--- src/verilog/opl_reg_pkg.sv ---
//--------------------
// register map of one bank, bank 2 sits BANK_STRIDE above bank 1
// group bases are byte offsets within a bank
//--------------------
`default_nettype none

package opl_reg_pkg;

    // host side
    typedef logic [8:0] reg_addr_t;   // bit 8 selects bank 2
    typedef logic [7:0] reg_byte_t;
    typedef logic [4:0] chan_idx_t;   // 0..17

    // field widths
    typedef logic [9:0] fnum_t;
    typedef logic [2:0] block_t;
    typedef logic [3:0] mult_t;
    typedef logic [3:0] env_rate_t;   // ar, dr, sl, rr
    typedef logic [5:0] tl_t;
    typedef logic [1:0] ksl_t;
    typedef logic [2:0] ws_t;
    typedef logic [2:0] fb_t;

    localparam int BANK_STRIDE    = 256;
    localparam int CHANS_PER_BANK = 9;
    localparam int CONN_SEL_WIDTH = 6;

    // operator groups span 32 offsets, channel groups 16
    localparam logic [7:0] OP_GROUP_MASK = 8'hE0;
    localparam logic [7:0] CH_GROUP_MASK = 8'hF0;

    localparam logic [7:0] OP_FLAGS_BASE        = 8'h20;
    localparam logic [7:0] OP_LEVEL_BASE        = 8'h40;
    localparam logic [7:0] OP_ATTACK_DECAY_BASE = 8'h60;
    localparam logic [7:0] OP_SUST_REL_BASE     = 8'h80;
    localparam logic [7:0] OP_WAVE_BASE         = 8'hE0;
    localparam logic [7:0] CH_FNUM_LO_BASE      = 8'hA0;
    localparam logic [7:0] CH_KEY_BLOCK_BASE    = 8'hB0;
    localparam logic [7:0] CH_FEEDBACK_BASE     = 8'hC0;

    // encoded as the group base so a masked address casts straight in
    typedef enum logic [7:0] {
        op_flags           = OP_FLAGS_BASE,
        op_level           = OP_LEVEL_BASE,
        op_attack_decay    = OP_ATTACK_DECAY_BASE,
        op_sustain_release = OP_SUST_REL_BASE,
        op_wave            = OP_WAVE_BASE,
        ch_fnum_lo         = CH_FNUM_LO_BASE,
        ch_key_block       = CH_KEY_BLOCK_BASE,
        ch_feedback        = CH_FEEDBACK_BASE
    } field_kind_e;

    // chip-wide registers, full 9-bit addresses
    localparam reg_addr_t TIMER1_ADDR   = 9'h002;
    localparam reg_addr_t TIMER2_ADDR   = 9'h003;
    localparam reg_addr_t TIMER_CTRL    = 9'h004;
    localparam reg_addr_t NTS_ADDR      = 9'h008;
    localparam reg_addr_t RHYTHM_ADDR   = 9'h0BD;
    localparam reg_addr_t CONN_SEL_ADDR = reg_addr_t'(BANK_STRIDE + 4);
    localparam reg_addr_t NEW_ADDR      = reg_addr_t'(BANK_STRIDE + 5);

endpackage

`default_nettype wire
--- src/verilog/opl_param_pkg.sv ---
//--------------------
// decoded settings, field order is fixed for the engine side
//--------------------
`default_nettype none

package opl_param_pkg;
    import opl_reg_pkg::*;

    // one write on its way from the decoder to a channel block
    typedef struct packed {
        field_kind_e kind;
        logic        op_sel;   // 0 op1, 1 op2
        reg_byte_t   data;
    } reg_write_t;

    typedef struct packed {
        logic      am;         // tremolo
        logic      vib;
        logic      egt;        // sustained envelope
        logic      ksr;
        mult_t     mult;
        ksl_t      ksl;
        tl_t       tl;
        env_rate_t ar;
        env_rate_t dr;
        env_rate_t sl;
        env_rate_t rr;
        ws_t       ws;
    } op_param_t;

    typedef struct packed {
        op_param_t op1;
        op_param_t op2;
        fnum_t     fnum;
        block_t    block;
        logic      kon;
        logic      cha;        // output enables
        logic      chb;
        logic      chc;
        logic      chd;
        fb_t       fb;
        logic      cnt;        // connection, fm or additive
    } chan_param_t;

    typedef struct packed {
        logic [7:0]                timer1;
        logic [7:0]                timer2;
        logic                      irq_rst;
        logic                      mt1;
        logic                      mt2;
        logic                      st1;
        logic                      st2;
        logic [CONN_SEL_WIDTH-1:0] connection_sel;
        logic                      is_new;
        logic                      nts;
        logic                      dam;
        logic                      dvb;
        logic                      ryt;  // rhythm bits stored only
        logic                      bd;
        logic                      sd;
        logic                      tom;
        logic                      tc;
        logic                      hh;
    } global_param_t;

endpackage

`default_nettype wire

--- src/verilog/channel_reg_slot.sv ---
//--------------------
// live copy only moves on sample_clk_en, so the engine never sees half an update
//--------------------
`timescale 1ns/1ps
`default_nettype none

module channel_reg_slot
    import opl_reg_pkg::*;
    import opl_param_pkg::*;
(
    input  wire              clk,
    input  wire              rst_n,
    input  wire              wr_en,
    input  wire reg_write_t  wr,
    input  wire              sample_clk_en,
    output chan_param_t      live
);

    chan_param_t shadow;
    op_param_t   op_next;

    // merge one register byte into an operator
    function automatic op_param_t update_op(op_param_t cur, field_kind_e kind, reg_byte_t d);
        op_param_t op;
        op = cur;
        case (kind)
            op_flags: begin
                op.am   = d[7];
                op.vib  = d[6];
                op.egt  = d[5];
                op.ksr  = d[4];
                op.mult = d[3:0];
            end
            op_level: begin
                op.ksl = d[7:6];
                op.tl  = d[5:0];
            end
            op_attack_decay: begin
                op.ar = d[7:4];
                op.dr = d[3:0];
            end
            op_sustain_release: begin
                op.sl = d[7:4];
                op.rr = d[3:0];
            end
            op_wave: op.ws = d[2:0];
            default: ;
        endcase
        return op;
    endfunction

    assign op_next = update_op(wr.op_sel ? shadow.op2 : shadow.op1, wr.kind, wr.data);

    always_ff @(posedge clk) begin
        if (!rst_n) begin
            shadow <= '0;
            live   <= '0;
        end else begin
            if (wr_en) begin
                case (wr.kind)
                    op_flags, op_level, op_attack_decay, op_sustain_release, op_wave: begin
                        if (wr.op_sel) begin
                            shadow.op2 <= op_next;
                        end else begin
                            shadow.op1 <= op_next;
                        end
                    end
                    ch_fnum_lo: shadow.fnum[7:0] <= wr.data;
                    ch_key_block: begin
                        shadow.kon       <= wr.data[5];
                        shadow.block     <= wr.data[4:2];
                        shadow.fnum[9:8] <= wr.data[1:0];  // fnum high bits
                    end
                    ch_feedback: begin
                        shadow.chd <= wr.data[7];
                        shadow.chc <= wr.data[6];
                        shadow.chb <= wr.data[5];
                        shadow.cha <= wr.data[4];
                        shadow.fb  <= wr.data[3:1];
                        shadow.cnt <= wr.data[0];
                    end
                    default: ;
                endcase
            end
            // a write landing on this same edge waits for the next pulse
            if (sample_clk_en) begin
                live <= shadow;
            end
        end
    end

    // the decoder only forwards writes it classified
    a_known_kind: assert property (@(posedge clk) disable iff (!rst_n)
        wr_en |-> (wr.kind inside {op_flags, op_level, op_attack_decay,
                                   op_sustain_release, op_wave, ch_fnum_lo,
                                   ch_key_block, ch_feedback}));

endmodule

`default_nettype wire

--- config.mk ---
export PLATFORM = sky130hd
export DESIGN_NAME = channel_reg_slot
export DESIGN_NICKNAME = d
export VERILOG_FILES = /design/src/verilog/opl_reg_pkg.sv /design/src/verilog/opl_param_pkg.sv /design/src/verilog/channel_reg_slot.sv
export SDC_FILE = /design/constraint.sdc
export NUM_CORES = 1
export LEC_CHECK = 0
export ABC_CLOCK_PERIOD_IN_PS = 2300
export BUFFER_PORTS_ARGS = -buffer_cell sky130_fd_sc_hd__buf_2
export CORE_MARGIN = 5
export CORE_UTILIZATION = 45
export CTS_CLUSTER_SIZE = 10
export DETAILED_ROUTE_END_ITERATION = 12
export PLACE_DENSITY = 0.73
export SYNTH_ARGS = -nofsm -noshare
export SYNTH_HDL_FRONTEND = slang
export SYNTH_SLANG_ARGS = --single-unit
--- constraint.sdc ---
create_clock -name clk -period 2.3 [get_ports clk]
set_input_delay 0.115 -clock clk [delete_from_list [all_inputs] [get_ports clk]]
set_output_delay 0.115 -clock clk [all_outputs]
set_load 0.005 [all_outputs]
==> key figures, run 1 <==
GRT
  – First-pass GRT wire length: 27100 µm
  – Largest net degree at the start of global routing: 89
  – Initial antenna violation count: 0
  – Total gr overflow: 0
  – Vias in the first global route: 5076
  – All-layer global routing usage: 18.8%

Floorplanning
  – Die H: 137 µm
  – Die area: 18800 µm²
  – Starting Density: 45.7%
  – Die Wd: 137 µm
  – Core area: 15900 µm²
  – IO Count: 113
  – Std cell rows: 46

Drt
  – Routed WL per cell: 18.3 µm
  – Post-route ant nets: 0
  – Vias per inst: 5.25
  – First drt pass iteration count: 4
  – Drt initial violations: 306
  – DRT Wirelength: 17400 µm
  – Vias after detailed routing: 5001
  – DRC: 0

STA
  – Slew margin rel.: 23.0%
  – Setup TNS: 0 ns
  – Worst-Margin Slew: 1.15 ns
  – Fin. max-slew vios: 0
  – Clock Skews: 0.00562 ns
  – # setup viols final: 0
  – Crit share post-route: 75.8%
  – Final hold viol count: 0
  – Unrepaired setup endpoints after global routing: no
  – Crit path time final: 1.74 ns
  – Maximum clock frequency: 574 MHz

Synthesis
  – Post-synth top area share: 50.7%
  – Ys async rst share: 0%
  – Post-synth top flop: dfxtp_1
  – Seq/Total Area, Yosys: 50.7%
  – EDFF count, synth: 0
  – Post-synth cell types: 25
  – Syn_area_per_cell: 11.6 µm²
  – Cell count after synthesis: 624
  – Ys Warns: 0
  – Ranking of synthesized cells by area: dfxtp_1 (51%), mux2i_1 (21%), nor2b_1 (10%)
  – Post-Synthesis Net Count: 645
  – #FFs+latches synth: 184
  – Cell Area, Synth: 7270 µm²
  – Leading area contributor after synthesis: dfxtp_1

Finish
  – Nets: 744
  – Share of cells above drive strength 1: 26.6%
  – Fin util: 54.7%
  – Most frequent cells in the layout: dfxtp_1 (184), mux2i_1 (149), nor2b_1 (116), buf_2 (111), o2bb2ai_1 (70)
  – # diodes: 0
  – Area grow syn2layout: 19.6%
  – Most common cell after layout, fill and taps aside: dfxtp_1

Placed design
  – RePlAce Congestion: 0.776
  – HPWL Detailed: 11800 µm
  – Buffers added on ports: 112

Clocking
  – CTS tree: yes
  – Inserted Clock Buffers: 17
  – Htree depth: 4
  – CTS max path bufs: 2
  – Worst skew pair latency: 0.42 ns
  – Clock-pin slew on the worst setup and hold paths: 0.06 ns
  – Cts-stage hold buffer count: 0
  – PostCTS Resize Cnt: 0
  – Clock sink count: 184
  – Number of setup buffers added after CTS: 0
  – Clock root buffer: clkbuf_16

Setup path
  – CP endpoint kind: flip-flop
  – Worst Path Required: 2.60 ns
  – Worst Path Arrival: 2.04 ns
  – Setup crit start kind: input pin
  – CP max stage delay: 0.76 ns
  – Crit path max fanout: 8
  – Buffers & Inverters on Critical Path: 1
  – Crit-path slowest cell: or4_1
  – Critical-path cell list: buf_2 -> or4_4 -> or4_1 -> mux2i_1 -> o2bb2ai_1
  – Crit Path Category: in2reg
  – Largest delay share family, worst path: simple AND/OR/NAND/NOR gates

Worst hold path
  – Min-delay worst type: in2reg

Job
  – MaxCap Viol Count: 0

Power and ir drop
  – Leakage power: 3.79 nW
  – Pwr dens: 739 nW/µm²
  – Worst VDD drop: 0.588 mV

Outcome
  – Outcome: finished clean
[power by group]
| part | total [W] | switching [W] | internal, W |
|---|---|---|---|
| clock network | 0.00297 | 0.00115 | 0.00182 |
| logic | 0.000262 | 0.000158 | 0.000103 |
| registers | 0.00319 | 0.000000397 | 0.00319 |
[state kept, by name (all words and copies together) (netlist names)]
register	cells
live	92
shadow	92
[worst reg2reg max path, cell delays in order (launching register included)]
cell and delay (ns):
dfxtp_1 0.34, mux2_2 0.27, mux2i_1 0.25, o2bb2ai_1 0.13
[layout make-up]
cell class,count,area [µm²]
clock inverters,8,118
repair buffers,127,701
fillers,1400,7200
flip-flops and latches,184,3680
multi-input cells,392,3420
well taps,216,270
clock buffers,24,492
inverters,1,3.75
[metrics by stage]
stage / setup slack [ns] / power (W) / hold WS (ns) / instance area, µm² / cells
after floorplan: 0.586 / 0.00343 / 0.281 / 7270 / 624
after global placement: 0.282 / 0.00351 / 0.460 / 8080 / 920
after detailed placement: 0.177 / 0.00352 / 0.469 / 8080 / 920
after CTS: 0.544 / 0.00647 / 0.0219 / 8690 / 952
after global routing: 0.469 / 0.00662 / 0.0259 / 8690 / 952
final: 0.557 / 0.00642 / 0.0418 / 8690 / 952
[logic make-up (layout without fill, tap and decap cells)]
group	Yosys count	in the layout	share of synthesized area, %
AO/OA/AOI/OAI	73	73	8.80
XOR/XNOR	1	1	0.121
AND/OR/NAND/NOR	134	134	11.9
multiplexers	184	184	26.0
buffers and inverters	48	160	2.51
flip-flops	184	184	50.7
[layer usage]
metal	up-vias	wire (µm)	GRT usage (%)
li1	2430	-	-
met1	2423	7980	24.3
met2	125	8220	30.7
met3	23	959	4.41
met4	0	254	6.76
met5	-	0	0
[path summary, 6_finish.rpt]
path / from / to / slack [ns] / depth (start not counted)
setup / recovery: wr[10] / shadow[52] / 0.56 / 5
hold / removal: rst_n / live[24] / 0.04 / 2
setup reg to reg: shadow[52] / shadow[52] / 1.20 / 3
hold reg to reg: shadow[24] / shadow[24] / 0.48 / 1
[synthesized netlist by cell type (2+ instances only)]
master	count
dfxtp_1	184
mux2i_1	149
nor2b_1	116
o2bb2ai_1	70
clkbuf_1	39
mux2_2	35
buf_1	6
nand3_1	4
a21boi_1	2
buf_2	2
nand2b_1	2
nand4b_1	2
(Power assumes the default switching activity.)
==> run 2: changes to the inputs <==
--- a/config.mk
+++ b/config.mk
@@ -5,13 +5,14 @@
 export SDC_FILE = /design/constraint.sdc
 export NUM_CORES = 1
 export LEC_CHECK = 0
-export ABC_CLOCK_PERIOD_IN_PS = 2300
+export ABC_AREA = 1
+export ABC_CLOCK_PERIOD_IN_PS = 1400
 export BUFFER_PORTS_ARGS = -buffer_cell sky130_fd_sc_hd__buf_2
 export CORE_MARGIN = 5
 export CORE_UTILIZATION = 45
 export CTS_CLUSTER_SIZE = 10
 export DETAILED_ROUTE_END_ITERATION = 12
-export PLACE_DENSITY = 0.73
+export PLACE_DENSITY = 0.75
 export SYNTH_ARGS = -nofsm -noshare
 export SYNTH_HDL_FRONTEND = slang
 export SYNTH_SLANG_ARGS = --single-unit
==> constraint.sdc (replaced) <==
create_clock -name clk -period 1.4 [get_ports clk]
set_input_delay 0.07 -clock clk [delete_from_list [all_inputs] [get_ports clk]]
set_output_delay 0.07 -clock clk [all_outputs]
set_load 0.005 [all_outputs]
==> key figures, run 2 <==
Drt
  – First drt pass iteration count: 4 (unchanged)
  – Routed WL per cell: 14.4 µm (-21%)
  – Post-route ant nets: 0 (unchanged)
  – Drt initial violations: 729 (+140%)
  – DRT Wirelength: 20700 µm (+19%)
  – DRC: 0 (unchanged)
  – Vias after detailed routing: 7391 (+48%)
  – Vias per inst: 5.16 (-1.7%)

Clocking
  – PostCTS Resize Cnt: 0 (unchanged)
  – Htree depth: 4 (unchanged)
  – CTS max path bufs: 2 (unchanged)
  – Number of setup buffers added after CTS: 0 (unchanged)
  – Inserted Clock Buffers: 17 (unchanged)
  – Worst skew pair latency: 0.42 ns (about the same)
  – CTS tree: yes
  – Clock-pin slew on the worst setup and hold paths: 0.07 ns (about the same)
  – Clock sink count: 184 (unchanged)
  – Clock root buffer: clkbuf_16

Synthesis
  – Multiplexer share of the synthesized area: 0% (-26 points)
  – Syn_area_per_cell: 6.95 µm² (-40%)
  – Cell Area, Synth: 7720 µm² (+6.3%)
  – Leading area contributor after synthesis: dfxtp_1
  – Seq/Total Area, Yosys: 47.7% (-3.0 points)
  – Ys Warns: 0 (unchanged)
  – Ranking of synthesized cells by area: dfxtp_1 (48%), nor2_1 (11%), o21ai_0 (9.7%)
  – #FFs+latches synth: 184 (unchanged)
  – EDFF count, synth: 0 (unchanged)
  – Synth Area in Compound Gates: 17.1% (+8.3 points)
  – Ys async rst share: 0% (unchanged)
  – Post-synthesis share of cell area spent on and, or, nand and nor gates: 27.5% (+16 points)
  – Post-synth top cells: nor2_1 (218), nand2_1 (187), dfxtp_1 (184)
  – Post-synth top flop: dfxtp_1
  – Post-synth top area share: 47.7% (-3.0 points)
  – Post-Synthesis Net Count: 1133 (+76%)
  – Largest family of logic cells by synthesized area: simple AND/OR/NAND/NOR gates
  – Cell count after synthesis: 1112 (+78%)
  – Synth Area in Adders: 0% (unchanged)
  – Post-synthesis xor/xnor area fraction: 0% (-0.12 points)
  – Count leader, synth: nor2_1
  – Post-synth cell types: 19 (-24%)

STA
  – Crit share post-route: 84.4%
  – Maximum clock frequency: 847 MHz
  – Worst-Margin Slew: 0.438 ns (-0.714 ns)
  – Unrepaired setup endpoints after global routing: no
  – Clock Skews: 0.00866 ns (+0.00305 ns)
  – Final hold viol count: 0 (unchanged)
  – # setup viols final: 0 (unchanged)
  – Fin. max-slew vios: 0 (unchanged)
  – Crit path time final: 1.18 ns
  – WHS: 0.150 ns (+0.108 ns)
  – Slew margin rel.: 70.8% (+48 points)

Finish
  – Nets: 1215 (+63%)
  – Most frequent cells in the layout: nor2_1 (217), nand2_1 (186), dfxtp_1 (184), o21ai_0 (149), a21oi_1 (113)
  – Fillers: 1643 (+17%)
  – Most common cell after layout, fill and taps aside: nor2_1
  – Largest regs: live (92), shadow (92)
  – Multi-input logic area: 3460 µm² (+1.2%)
  – Seq. cell area: 3680 µm² (unchanged)
  – Area grow syn2layout: 19.9%
  – Share of cells above drive strength 1: 15.2% (-11 points)
  – # diodes: 0 (unchanged)

Floorplanning
  – Die H: 141 µm (+2.9%)
  – Starting Density: 45.3% (-0.45 points)
  – IO Count: 113 (unchanged)
  – Die Wd: 141 µm (+2.9%)
  – Die area: 19900 µm² (+5.9%)
  – Std cell rows: 48 (+4.3%)
  – Core area: 17100 µm² (+7.4%)

Outcome
  – Outcome: finished clean

GRT
  – All-layer global routing usage: 20.5% (+1.7 points)
  – Initial antenna violation count: 2 (+2)
  – Vias in the first global route: 6510 (+28%)
  – Total gr overflow: 0 (unchanged)
  – First-pass GRT wire length: 33500 µm (+23%)
  – Largest net degree at the start of global routing: 102 (+15%)

Power and ir drop
  – Pwr Total: 0.0115 W (+80%)
  – Pwr dens: 1250 nW/µm² (+69%)
  – Leakage power: 4.13 nW (+9.1%)
  – Worst VDD drop: 0.824 mV (+40%)

Setup path
  – Crit Path Category: in2reg
  – Worst Path Required: 1.72 ns (-0.88 ns)
  – Crit path max fanout: 6 (-2)
  – Setup crit start kind: input pin
  – CP endpoint kind: flip-flop
  – Reg2reg setup slack: 0.35 ns (-0.85 ns)
  – Worst Path Arrival: 1.50 ns (-0.54 ns)

Placed design
  – RePlAce Congestion: 0.853 (+10%)
  – Buffers added on ports: 112 (unchanged)
  – HPWL Detailed: 13300 µm (+13%)

Job
  – MaxCap Viol Count: 0 (unchanged)

Worst hold path
  – Min-delay worst type: in2reg
==> run 2: cell types whose count changed in the layout (fill, tap and decap cells not counted), moves of 5 or more <==
cell and change:
dlygate4sd3_1 +9, nor2b_1 -116, mux2_2 -35, buf_12 +10, nor2_1 +216, o21ai_0 +149, a21oi_1 +113, mux2i_1 -149
inv_2 +5, inv_1 +53, nand2_1 +185, o2bb2ai_1 -70, nand3_1 +101
==> run 2: final timing paths <==
check	startpoint	endpoint	cells past startpoint
worst min register to register	shadow[30]	shadow[30]	2
worst min-delay path	sample_clk_en	live[39]	3
worst max register to register	shadow[44]	shadow[79]	8
worst max-delay path	wr[1]	shadow[34]	8
==> run 2: final cells by class <==
| type | instances | area share (%) |
|---|---|---|
| timing repair buffer | 145 | 10.6 |
| inverter | 60 | 2.43 |
| clock buffer | 18 | 4.74 |
| sequential | 184 | 39.8 |
| tap | 225 | 3.04 |
| multi-input combinational | 786 | 37.4 |
| clock inverter | 14 | 2.00 |
==> run 2: stage by stage <==
step / cells / util [%] / instance area (µm²) / setup WS, ns / TNS [ns]
detailed placement: 1391 / 50.1 / 8550 / -0.00365 / -0.00541
floorplan: 1112 / - / 7720 / 0.272 / 0
global route: 1432 / 54.3 / 9270 / 0.175 / 0
global placement: 1391 / 50.1 / 8550 / 0.0446 / 0
CTS: 1432 / 54.3 / 9270 / 0.272 / 0
finish: 1432 / 54.3 / 9270 / 0.219 / 0
==> run 2: report_power, final <==
part	switching (W)	internal, W	leakage, nW
registers	0.0000674	0.00537	1.50
logic	0.000639	0.000358	2.33
clock network	0.00219	0.00292	0.307
==> run 2: per-layer routing <==
layer	global-route usage (%)	vias up	part of all wire, %
li1	-	3781	-
met1	29.4	3336	48
met2	30.2	249	44
met3	5.90	21	7.6
met4	5.05	4	1.1
met5	0	-	0.12
==> run 2: worst max-delay path, stage by stage <==
cell and delay, ns:
dlygate4sd3_1 0.54, buf_2 0.14, inv_1 0.27, nand3_1 0.19
nand2_1 0.12, nand3_1 0.07, nand2_1 0.07, nor2_1 0.04
==> run 2: cells by family (layout without fill, tap and decap cells) <==
| logic type | Yosys count | count (layout) |
|---|---|---|
| buffers and inverters | 142 | 237 |
| and+or+nand+nor | 522 | 522 |
| AOI/OAI and AO/OA | 264 | 264 |
| DFF | 184 | 184 |
==> run 2: repair_timing <==
action / CTS / global route
setup endpoints to repair: 0 / 0
hold endpoints to repair: 22 / 0
hold buffers: 9 / 0
