--- config.mk ---
export PLATFORM = sky130hd
export DESIGN_NAME = reg_write_decode
export DESIGN_NICKNAME = d
export VERILOG_FILES = /design/src/verilog/opl_reg_pkg.sv /design/src/verilog/opl_param_pkg.sv /design/src/verilog/reg_write_decode.sv
export SDC_FILE = /design/constraint.sdc
export NUM_CORES = 1
export LEC_CHECK = 0
export ABC_AREA = 0
export BUFFER_PORTS_ARGS = -buffer_cell sky130_fd_sc_hd__buf_4
export CELL_PAD_IN_SITES_DETAIL_PLACEMENT = 0
export CELL_PAD_IN_SITES_GLOBAL_PLACEMENT = 2
export CORE_MARGIN = 1
export CORE_UTILIZATION = 33
export DETAILED_ROUTE_END_ITERATION = 12
export PLACE_DENSITY_LB_ADDON = 0.1
export REMOVE_ABC_BUFFERS = 1
export SYNTH_ARGS = -nofsm -noshare
export SYNTH_HDL_FRONTEND = slang
export SYNTH_SLANG_ARGS = --single-unit
--- constraint.sdc ---
create_clock -name clk -period 4.2 [get_ports clk]
set_clock_uncertainty 0.2 [all_clocks]
set_input_delay 0.21 -clock clk [delete_from_list [all_inputs] [get_ports clk]]
set_output_delay 0.21 -clock clk [all_outputs]
set_load 0.01 [all_outputs]
--- src/verilog/opl_reg_pkg.sv ---
//--------------------
// register map of one bank, bank 2 sits BANK_STRIDE above bank 1
// group bases are byte offsets within a bank
//--------------------
`default_nettype none

package opl_reg_pkg;

    // host side
    typedef logic [8:0] reg_addr_t;   // bit 8 selects bank 2
    typedef logic [7:0] reg_byte_t;
    typedef logic [4:0] chan_idx_t;   // 0..17

    // field widths
    typedef logic [9:0] fnum_t;
    typedef logic [2:0] block_t;
    typedef logic [3:0] mult_t;
    typedef logic [3:0] env_rate_t;   // ar, dr, sl, rr
    typedef logic [5:0] tl_t;
    typedef logic [1:0] ksl_t;
    typedef logic [2:0] ws_t;
    typedef logic [2:0] fb_t;

    localparam int BANK_STRIDE    = 256;
    localparam int CHANS_PER_BANK = 9;
    localparam int CONN_SEL_WIDTH = 6;

    // operator groups span 32 offsets, channel groups 16
    localparam logic [7:0] OP_GROUP_MASK = 8'hE0;
    localparam logic [7:0] CH_GROUP_MASK = 8'hF0;

    localparam logic [7:0] OP_FLAGS_BASE        = 8'h20;
    localparam logic [7:0] OP_LEVEL_BASE        = 8'h40;
    localparam logic [7:0] OP_ATTACK_DECAY_BASE = 8'h60;
    localparam logic [7:0] OP_SUST_REL_BASE     = 8'h80;
    localparam logic [7:0] OP_WAVE_BASE         = 8'hE0;
    localparam logic [7:0] CH_FNUM_LO_BASE      = 8'hA0;
    localparam logic [7:0] CH_KEY_BLOCK_BASE    = 8'hB0;
    localparam logic [7:0] CH_FEEDBACK_BASE     = 8'hC0;

    // encoded as the group base so a masked address casts straight in
    typedef enum logic [7:0] {
        op_flags           = OP_FLAGS_BASE,
        op_level           = OP_LEVEL_BASE,
        op_attack_decay    = OP_ATTACK_DECAY_BASE,
        op_sustain_release = OP_SUST_REL_BASE,
        op_wave            = OP_WAVE_BASE,
        ch_fnum_lo         = CH_FNUM_LO_BASE,
        ch_key_block       = CH_KEY_BLOCK_BASE,
        ch_feedback        = CH_FEEDBACK_BASE
    } field_kind_e;

    // chip-wide registers, full 9-bit addresses
    localparam reg_addr_t TIMER1_ADDR   = 9'h002;
    localparam reg_addr_t TIMER2_ADDR   = 9'h003;
    localparam reg_addr_t TIMER_CTRL    = 9'h004;
    localparam reg_addr_t NTS_ADDR      = 9'h008;
    localparam reg_addr_t RHYTHM_ADDR   = 9'h0BD;
    localparam reg_addr_t CONN_SEL_ADDR = reg_addr_t'(BANK_STRIDE + 4);
    localparam reg_addr_t NEW_ADDR      = reg_addr_t'(BANK_STRIDE + 5);

endpackage

`default_nettype wire
--- src/verilog/opl_param_pkg.sv ---
//--------------------
// decoded settings, field order is fixed for the engine side
//--------------------
`default_nettype none

package opl_param_pkg;
    import opl_reg_pkg::*;

    // one write on its way from the decoder to a channel block
    typedef struct packed {
        field_kind_e kind;
        logic        op_sel;   // 0 op1, 1 op2
        reg_byte_t   data;
    } reg_write_t;

    typedef struct packed {
        logic      am;         // tremolo
        logic      vib;
        logic      egt;        // sustained envelope
        logic      ksr;
        mult_t     mult;
        ksl_t      ksl;
        tl_t       tl;
        env_rate_t ar;
        env_rate_t dr;
        env_rate_t sl;
        env_rate_t rr;
        ws_t       ws;
    } op_param_t;

    typedef struct packed {
        op_param_t op1;
        op_param_t op2;
        fnum_t     fnum;
        block_t    block;
        logic      kon;
        logic      cha;        // output enables
        logic      chb;
        logic      chc;
        logic      chd;
        fb_t       fb;
        logic      cnt;        // connection, fm or additive
    } chan_param_t;

    typedef struct packed {
        logic [7:0]                timer1;
        logic [7:0]                timer2;
        logic                      irq_rst;
        logic                      mt1;
        logic                      mt2;
        logic                      st1;
        logic                      st2;
        logic [CONN_SEL_WIDTH-1:0] connection_sel;
        logic                      is_new;
        logic                      nts;
        logic                      dam;
        logic                      dvb;
        logic                      ryt;  // rhythm bits stored only
        logic                      bd;
        logic                      sd;
        logic                      tom;
        logic                      tc;
        logic                      hh;
    } global_param_t;

endpackage

`default_nettype wire

--- src/verilog/reg_write_decode.sv ---
//--------------------
// one write per cycle, no back-pressure; unmapped addresses dropped
// NUM_BANKS 1 drops every write with address bit 8 set
//--------------------
`timescale 1ns/1ps
`default_nettype none

module reg_write_decode
    import opl_reg_pkg::*;
    import opl_param_pkg::*;
#(
    parameter int NUM_BANKS = 2
) (
    input  wire                                   clk,
    input  wire                                   rst_n,
    input  wire                                   wr_en,
    input  wire reg_addr_t                        wr_addr,
    input  wire reg_byte_t                        wr_data,
    input  wire                                   sample_clk_en,
    output logic [NUM_BANKS*CHANS_PER_BANK-1:0]   chan_wr_en,
    output reg_write_t                            chan_wr,
    output global_param_t                         global_param
);

    localparam int NUM_CHANS = NUM_BANKS * CHANS_PER_BANK;

    logic          bank_sel;
    logic          bank_ok;
    reg_byte_t     offs;
    logic [4:0]    slot;
    logic          is_op;
    logic          is_ch;
    logic          slot_ok;
    logic          chan_ok;
    field_kind_e   kind;
    logic [3:0]    chan_in_bank;
    chan_idx_t     chan;
    logic          chan_hit;
    global_param_t glb_shadow;
    global_param_t glb_live;

    assign bank_sel = wr_addr[8];
    assign bank_ok  = !bank_sel || (NUM_BANKS > 1);
    assign offs     = wr_addr[7:0];
    assign slot     = offs[4:0];

    // group classification, the two masks never select the same base
    always_comb begin
        is_op = 1'b0;
        is_ch = 1'b0;
        kind  = op_flags;
        case (offs & OP_GROUP_MASK)
            OP_FLAGS_BASE, OP_LEVEL_BASE, OP_ATTACK_DECAY_BASE,
            OP_SUST_REL_BASE, OP_WAVE_BASE: begin
                is_op = 1'b1;
                kind  = field_kind_e'(offs & OP_GROUP_MASK);
            end
            default: ;
        endcase
        case (offs & CH_GROUP_MASK)
            CH_FNUM_LO_BASE, CH_KEY_BLOCK_BASE, CH_FEEDBACK_BASE: begin
                is_ch = 1'b1;
                kind  = field_kind_e'(offs & CH_GROUP_MASK);
            end
            default: ;
        endcase
    end

    // slots come in rows of 6 at 0, 8 and 16
    assign slot_ok = (slot[2:0] < 3'd6) && (slot[4:3] != 2'b11);
    assign chan_ok = offs[3:0] < 4'(CHANS_PER_BANK);

    always_comb begin
        if (is_op) begin
            chan_in_bank = 4'(slot[4:3]) * 4'd3 + 4'(slot[2:0] % 3'd3);
        end else begin
            chan_in_bank = offs[3:0];
        end
    end

    assign chan     = (bank_sel ? 5'(CHANS_PER_BANK) : 5'd0) + 5'(chan_in_bank);
    assign chan_hit = wr_en && bank_ok && ((is_op && slot_ok) || (is_ch && chan_ok));

    always_ff @(posedge clk) begin
        if (!rst_n) begin
            chan_wr_en <= '0;
        end else begin
            chan_wr_en <= '0;
            if (chan_hit) begin
                chan_wr_en[chan] <= 1'b1;
            end
        end
    end

    always_ff @(posedge clk) begin
        if (chan_hit) begin
            chan_wr.kind   <= kind;
            chan_wr.op_sel <= is_op && (slot[2:0] >= 3'd3);  // second row half is op2
            chan_wr.data   <= wr_data;
        end
    end

    // globals, shadow then live then output register
    always_ff @(posedge clk) begin
        if (!rst_n) begin
            glb_shadow   <= '0;
            glb_live     <= '0;
            global_param <= '0;
        end else begin
            if (wr_en && bank_ok) begin
                case (wr_addr)
                    TIMER1_ADDR: glb_shadow.timer1 <= wr_data;
                    TIMER2_ADDR: glb_shadow.timer2 <= wr_data;
                    TIMER_CTRL: begin
                        glb_shadow.irq_rst <= wr_data[7];
                        glb_shadow.mt1     <= wr_data[6];
                        glb_shadow.mt2     <= wr_data[5];
                        glb_shadow.st2     <= wr_data[1];
                        glb_shadow.st1     <= wr_data[0];
                    end
                    NTS_ADDR: glb_shadow.nts <= wr_data[6];
                    RHYTHM_ADDR: begin
                        glb_shadow.dam <= wr_data[7];
                        glb_shadow.dvb <= wr_data[6];
                        glb_shadow.ryt <= wr_data[5];
                        glb_shadow.bd  <= wr_data[4];
                        glb_shadow.sd  <= wr_data[3];
                        glb_shadow.tom <= wr_data[2];
                        glb_shadow.tc  <= wr_data[1];
                        glb_shadow.hh  <= wr_data[0];
                    end
                    CONN_SEL_ADDR: glb_shadow.connection_sel <= wr_data[CONN_SEL_WIDTH-1:0];
                    NEW_ADDR: glb_shadow.is_new <= wr_data[0];
                    default: ;
                endcase
            end
            if (sample_clk_en) begin
                glb_live <= glb_shadow;
            end
            global_param <= glb_live;  // same latency as the channel readout
        end
    end

    a_en_onehot: assert property (@(posedge clk) disable iff (!rst_n)
        $onehot0(chan_wr_en));

    // an accepted write never names a channel past the enable vector
    a_en_in_range: assert property (@(posedge clk) disable iff (!rst_n)
        chan_hit |-> (chan < chan_idx_t'(NUM_CHANS)));

endmodule

`default_nettype wire

==> results of run 1 <==
## cell usage after synthesis (2+ instances only)
master    number  share of area [%]
and2_1        42                4.7
a211oi_1       5               0.68
a21oi_1        8               0.72
edfxtp_1      13                7.1
nor3_2         4               0.72
clkbuf_1      23                1.6
buf_4          4               0.54
o21ai_0        5               0.45
nand4b_1       4               0.63
mux2i_1       80                 14
dfxtp_1      129                 47
a31o_2         2               0.32
nand2_1        9               0.61
or2_2          2               0.23
xnor2_1        2               0.32
nor4_1         8               0.90
nand2b_1       6               0.68
ha_1           8                1.8
inv_1          8               0.54
buf_2          4               0.36
nor2_1         8               0.54
nand3_1       11               0.99
nand4_1        3               0.34
nor3_1         3               0.27
and3_1         3               0.34
nor2b_1       82                9.3
fa_1           2               0.72
a21boi_0       2               0.27
## power groups by stage
stage | registers (mW) | logic [mW] | clock network (mW)
floorplan | 1.42 | 0.141 | 0
global placement | 1.42 | 0.267 | 0
detailed placement | 1.42 | 0.270 | 0
CTS | 1.39 | 0.280 | 1.48
global route | 1.39 | 0.306 | 1.54
finish | 1.39 | 0.276 | 1.43
## cell families after synthesis
kind of cell	share of synthesized area, %
other	0.0677
adder cells (fa/ha/maj)	2.53
AND/OR/NAND/NOR	21.0
flip-flops	53.7
XOR/XNOR	0.475
AO/OA/AOI/OAI	4.50
buffers and inverters	3.28
multiplexers	14.5
## sequential cells by signal, summed over array words and instances, names as in the netlist
name	count
chan_wr	13
glb_live	37
chan_wr_en	18
glb_shadow	37
global_param	37
## per-layer routing
metal | routed length, um | vias to the layer above
li1 | - | 1889
met1 | 5870 | 1803
met2 | 5750 | 73
met3 | 433 | 12
met4 | 150 | 0
met5 | 0 | -
## per-stage QoR
step | instances | worst slack [ns] | utilization, %
after CTS | 825 | 0.395 | 43.9
after floorplan | 469 | 0.284 | -
after global routing | 825 | 0.0422 | 43.9
after global placement | 781 | 0.0872 | 39.6
after detailed placement | 781 | -0.0202 | 39.6
final | 825 | 0.420 | 43.9
## worst max-delay path: cells and delay by family
family          cells  cell delay, ns
compound gates      4            0.69
fa+ha+maj           5            1.55
mux                 1            0.21
simple gates        4            0.73
xor+xnor            2            0.31
buf+inv             2            0.17
## cell type report
class | instances | area share [%]
clock inverters | 9 | 1.15
clock buffers | 23 | 6.91
well taps | 216 | 3.82
repair buffers | 108 | 11.9
multi-input cells | 319 | 33.8
flip-flops and latches | 142 | 42.0
inverters | 8 | 0.424
## worst min path at each step
stage / cells past startpoint / to / slack [ns] / startpoint
floorplan: 0 / chan_wr[0]$_DFFE_PP_ / 0.11 / wr_data[0]
global placement: 1 / chan_wr[3]$_DFFE_PP_ / 0.24 / wr_data[3]
detailed placement: 1 / chan_wr[3]$_DFFE_PP_ / 0.24 / wr_data[3]
CTS: 3 / chan_wr[14]$_DFFE_PP_ / 0.008 / wr_addr[4]
global route: 3 / chan_wr[14]$_DFFE_PP_ / 0.03 / wr_addr[4]
finish: 3 / chan_wr[14]$_DFFE_PP_ / 0.02 / wr_addr[4]
==> impl_metrics.toml, run 1 <==
[outcome]
status = "finished, final reports clean"

[floorplanning]
die_w_um = 132
initial_utilization_pct = 34.4
rows = 46
io_pins = 93
die-area_sq_um = 17300
core_sq_um = 16100
die_height_um = 132

[clocking]
cts_tree = "built"
ctsResizeCount = 0
cts_inserted_buffers = 17
htreeDepth = 4
cts.reportedPaths.clkPinSlew_ns = 0.06
clk-insertion-delay-late_ns = 0.41
postCtsSetupBuffers = 0
cts_root_buffer = "clkbuf_16"
cts_sinks = 142
postCtsHoldBufs = 12
clk_path_buf_depth = 2

[routing]
postRouteAntennaNets = 0
wl_um = 12200
drtIter0Drc = 146
routed_via_density = 4.58
via_count = 3777
firstDrtPassIters = 5
wire_per_inst_um = 14.8
route.detailed.drc = 0

[timing]
slew_headroom_pct = 35.8
max_freq_ghz = 0.265
holdWs_ns = 0.0235
tightest_slew_ns = 0.964
rsz0062_at_grt = "no"
layout_min_cycle_time_ns = 3.78
tns_ns = 0
drv_slew = 0
finalSetupViolations = 0
hold_viol = 0
period_share_pct = 90.0

[logic_synthesis]
syn_area_sq_um = 5540
ys_ff_latch = 142
synth_seq_area_share_pct = 53.7
yosysUniqueCellTypes = 47
synth_flop_cell = "dfxtp_1"
avgSynthCellArea_sq_um = 11.1
yosys_warnings = 0
synth_edf_count = 13
synthCells = 499
async_flop_share_pct = 0

[power_and_ir_drop]
swShare_pct = 23.0
total_leakage_power_nw = 3.06
p_total_mw = 3.10
p_per_area_nw_per_um2 = 437
switching_power_mw = 0.712
power_frac_comb_pct = 8.9
p_int_mw = 2.38
pwr-share-clk_pct = 46.3
peakVddDrop_mv = 0.284
power_frac_seq_pct = 44.8

[job]
maxCapViolCount = 0

[worst_setup_path]
critPathKind = "in2reg"
rr_worst_depth = 2
start_kind = "input pin"
r2r-end = "glb_live[9]$_SDFFE_PN0P_"
cp-endpoint = "chan_wr_en[13]$_SDFF_PN0_"
crit_fanout = 7
r2r_start = "glb_shadow[9]$_SDFFE_PN0P_"
crit_chain = "buf_4 -> nor2b_1 -> ha_1 -> nor2_1 -> o2bb2ai_1 -> fa_1 -> ha_1 -> inv_1 -> fa_1 -> xor2_1 -> xnor2_1 -> a222oi_1 -> o21ai_0 -> ha_1 -> nor2_1 -> nor4b_1 -> mux2i_1 -> a211oi_1"
crit_path_max_incr_delay_ns = 0.50
end_kind = "register"
r2r_slack_ns = 3.38
worst_path_most_repeated_cell = "ha_1"
arrival_ns = 3.90
setup.worst_path.start = "wr_addr[1]"
crit_required_ns = 4.32
cpMaxStageDelayCell = "fa_1"

[place]
gp_congestion = 0.794
dpl.hpwl_um = 7920
placed_area_sq_um = 6390
portBuffers = 88

[finish]
fin_nets = 627
final_area_sq_um = 7080
area_growth_pct = 27.8
multi_input_area_sq_um = 2390
drive_above_1_share_pct = 22.3
final_cell_mix = "129 x dfxtp_1, 96 x buf_4, 82 x nor2b_1"
antenna_cells = 0
fill_cells = 1545
register_area_sq_um = 2970
final_common_cell = "dfxtp_1"

[grt]
grt_antenna_before_repair = 0
met3_usage_pct = 4.40
grt_max_degree = 108
grt_use_met2_pct = 23.5
grt-ovfl-total = 0
grt_usage_pct = 14.7
grt_busiest_layer = "met2"
grt_first_pass_wirelength_um = 19800
first_global_vias = 3765
gr-usage-met1_pct = 18.9

[hold_path]
hold_class = "in2reg"
Note: power is estimated with default switching activity, not from simulation.
==> run 2, diff against run 1 <==
--- a/config.mk
+++ b/config.mk
@@ -5,12 +5,13 @@
 export SDC_FILE = /design/constraint.sdc
 export NUM_CORES = 1
 export LEC_CHECK = 0
-export ABC_AREA = 0
+export ABC_AREA = 1
 export BUFFER_PORTS_ARGS = -buffer_cell sky130_fd_sc_hd__buf_4
 export CELL_PAD_IN_SITES_DETAIL_PLACEMENT = 0
 export CELL_PAD_IN_SITES_GLOBAL_PLACEMENT = 2
 export CORE_MARGIN = 1
-export CORE_UTILIZATION = 33
+export CORE_UTILIZATION = 29
+export CTS_CLUSTER_SIZE = 8
 export DETAILED_ROUTE_END_ITERATION = 12
 export PLACE_DENSITY_LB_ADDON = 0.1
 export REMOVE_ABC_BUFFERS = 1
==> run 2 against run 1 <==
Against the previous run: combinational power is 4% lower; via count grew 2.7%; clock power up 9%; final area decreased by 6.2%; setup slack improved by 0.57 ns; first-iteration DRC count is 16% higher; count of clock-buffer cells in the layout is 2 lower; hold slack gained 0.015 ns; utilization fell by 4.4 points; power up 4.9%; die area up 4.1%; largest power group unchanged.
==> impl_metrics.toml, run 2 <==
[clocking]
cts_tree = "built"
cts_root_buffer = "clkbuf_16"
cts.reportedPaths.clkPinSlew_ns = 0.06
cts_sinks = 142
cts_inserted_buffers = 17
htreeDepth = 4
clk-insertion-delay-late_ns = 0.41
clk_path_buf_depth = 2

[logic_synthesis]
synth_flop_cell = "dfxtp_1"
synthTopCellsByCount = "129 x dfxtp_1, 86 x inv_1, 76 x nor2_1"
avgSynthCellArea_sq_um = 8.77
synth_area_leaders = "dfxtp_1 51%, edfxtp_1 7.7%, o21ai_0 7.2%"
synth_seq_area_share_pct = 58.6
yosysUniqueCellTypes = 33
yosys.area.top_type_share_pct = 50.9
synth_top_area_cell = "dfxtp_1"
synth_edf_count = 13
post-synth-top-count-cell = "dfxtp_1"
async_flop_share_pct = 0
syn_area_sq_um = 5070
synthCells = 578
yosys_warnings = 0
ys_ff_latch = 142

[timing]
drv_slew = 0
rsz0062_at_grt = "no"
slew_headroom_pct = 40.5
finalSetupViolations = 0
max_freq_ghz = 0.312
tns_ns = 0
tightest_slew_ns = 0.893
layout_min_cycle_time_ns = 3.21
hold_viol = 0
period_share_pct = 76.4

[floorplanning]
core_sq_um = 16800
die_w_um = 134
rows = 47
die-area_sq_um = 18000
die_height_um = 134
io_pins = 93
initial_utilization_pct = 30.1

[worst_setup_path]
crit_required_ns = 4.35
path_buf_inv = 5
crit_family = "adder cells"
end_kind = "register"
cpMaxStageDelayCell = "fa_1"
crit_fanout = 5
start_kind = "input pin"
crit_path_max_incr_delay_ns = 0.48
arrival_ns = 3.36
critPathKind = "in2reg"
crit_chain = "buf_4 -> inv_1 -> nor2_1 -> ha_1 -> inv_1 -> nand2_1 -> nand2_1 -> nand2_1 -> fa_1 -> ha_1 -> inv_1 -> fa_1 -> xnor2_1 -> xor2_1 -> a21oi_1 -> ha_1 -> nand3_1 -> nand2_1 -> inv_1 -> nand3_1 -> nor2_1"

[finish]
antenna_cells = 0
top_regs = "glb_live: 37 flops, glb_shadow: 37 flops, global_param: 37 flops"
drive_above_1_share_pct = 20.2
fin_nets = 705
final_cell_mix = "129 x dfxtp_1, 89 x buf_4, 86 x inv_1"
area_growth_pct = 31.0
fill_cells = 1753
final_common_cell = "dfxtp_1"

[power_and_ir_drop]
peakVddDrop_mv = 0.265
p_per_area_nw_per_um2 = 489
p_total_mw = 3.25
total_leakage_power_nw = 3.08

[routing]
route.detailed.drc = 0
via_count = 3880
wire_per_inst_um = 12.1
postRouteAntennaNets = 0
routed_via_density = 4.28
firstDrtPassIters = 6
wl_um = 11000
drtIter0Drc = 170

[hold_path]
hold_class = "in2reg"

[grt]
grt_usage_pct = 12.9
first_global_vias = 3700
grt_first_pass_wirelength_um = 18000
grt-ovfl-total = 0
grt_antenna_before_repair = 0
grt_max_degree = 107

[outcome]
status = "finished, final reports clean"

[job]
maxCapViolCount = 0

[place]
dpl.hpwl_um = 7330
gp_congestion = 0.798
portBuffers = 88
[run 2: power by group]
group / switching (mW) / leakage [nW] / internal (mW)
Combinational: 0.164 / 1.62 / 0.101
Clock: 0.568 / 0.297 / 0.988
Sequential: 0.0141 / 1.17 / 1.41
Total: 0.747 / 3.08 / 2.50
[run 2: final timing paths]
path	start	end	slack [ns]	cells past startpoint
worst max-delay path	wr_addr[1]	chan_wr_en[15]$_SDFF_PN0_	0.99	21
worst min-delay path	wr_addr[4]	chan_wr[15]$_DFFE_PP_	0.04	4
worst max register to register	glb_shadow[15]$_SDFFE_PN0P_	glb_shadow[15]$_SDFFE_PN0P_	3.32	2
worst min register to register	glb_live[4]$_SDFFE_PN0P_	global_param[4]$_SDFF_PN0_	0.22	2
[run 2: repair_timing]
action	CTS	global route
hold buffers	12	0
buffers inserted	0	0
resized for setup	0	0
endpoints found under the hold margin	47	0
[run 2: kinds of logic (layout without fill, tap and decap cells)]
family	count (synthesis)	in the layout	share of synthesized area, %
simple gates	174	174	15.4
other cells	1	4	0.0740
compound gates	131	131	13.3
flops	142	142	58.6
fa+ha+maj	10	10	2.76
xor+xnor	3	3	0.518
buf+inv	117	223	9.23
[run 2: stage by stage]
step	utilization (%)	cell area, sq um	hold WS (ns)	cells	setup WS, ns
after global placement	35.0	5890	0.211	863	0.671
after floorplan	-	4950	0.0994	554	1.00
final	39.5	6640	0.0389	907	0.990
after global routing	39.5	6640	0.0409	907	0.737
after detailed placement	35.0	5890	0.212	863	0.564
after CTS	39.5	6640	0.0148	907	0.996
[run 2: layout make-up]
cell class / count / area (sq um) / area share, %
flip-flops and latches: 142 / 2970 / 44.8
multi-input cells: 322 / 1640 / 24.7
repair buffers: 101 / 788 / 11.9
clock buffers: 21 / 470 / 7.08
inverters: 90 / 338 / 5.09
well taps: 220 / 275 / 4.14
clock inverters: 11 / 156 / 2.35
[run 2: layer usage]
metal | track usage [%] | up-vias | routed length [um] | share of wire (%)
met5 | 0 | - | 0 | 0
li1 | - | 2032 | - | -
met2 | 21.5 | 76 | 5420 | 49
met1 | 15.8 | 1763 | 5030 | 46
met3 | 3.51 | 9 | 422 | 3.8
met4 | 5.06 | 0 | 108 | 0.98
[run 2: worst register-to-register path: stages, from the launching register on]
cell	delay (ns)
dfxtp_1	0.31
o21ai_0	0.18
a21oi_1	0.06
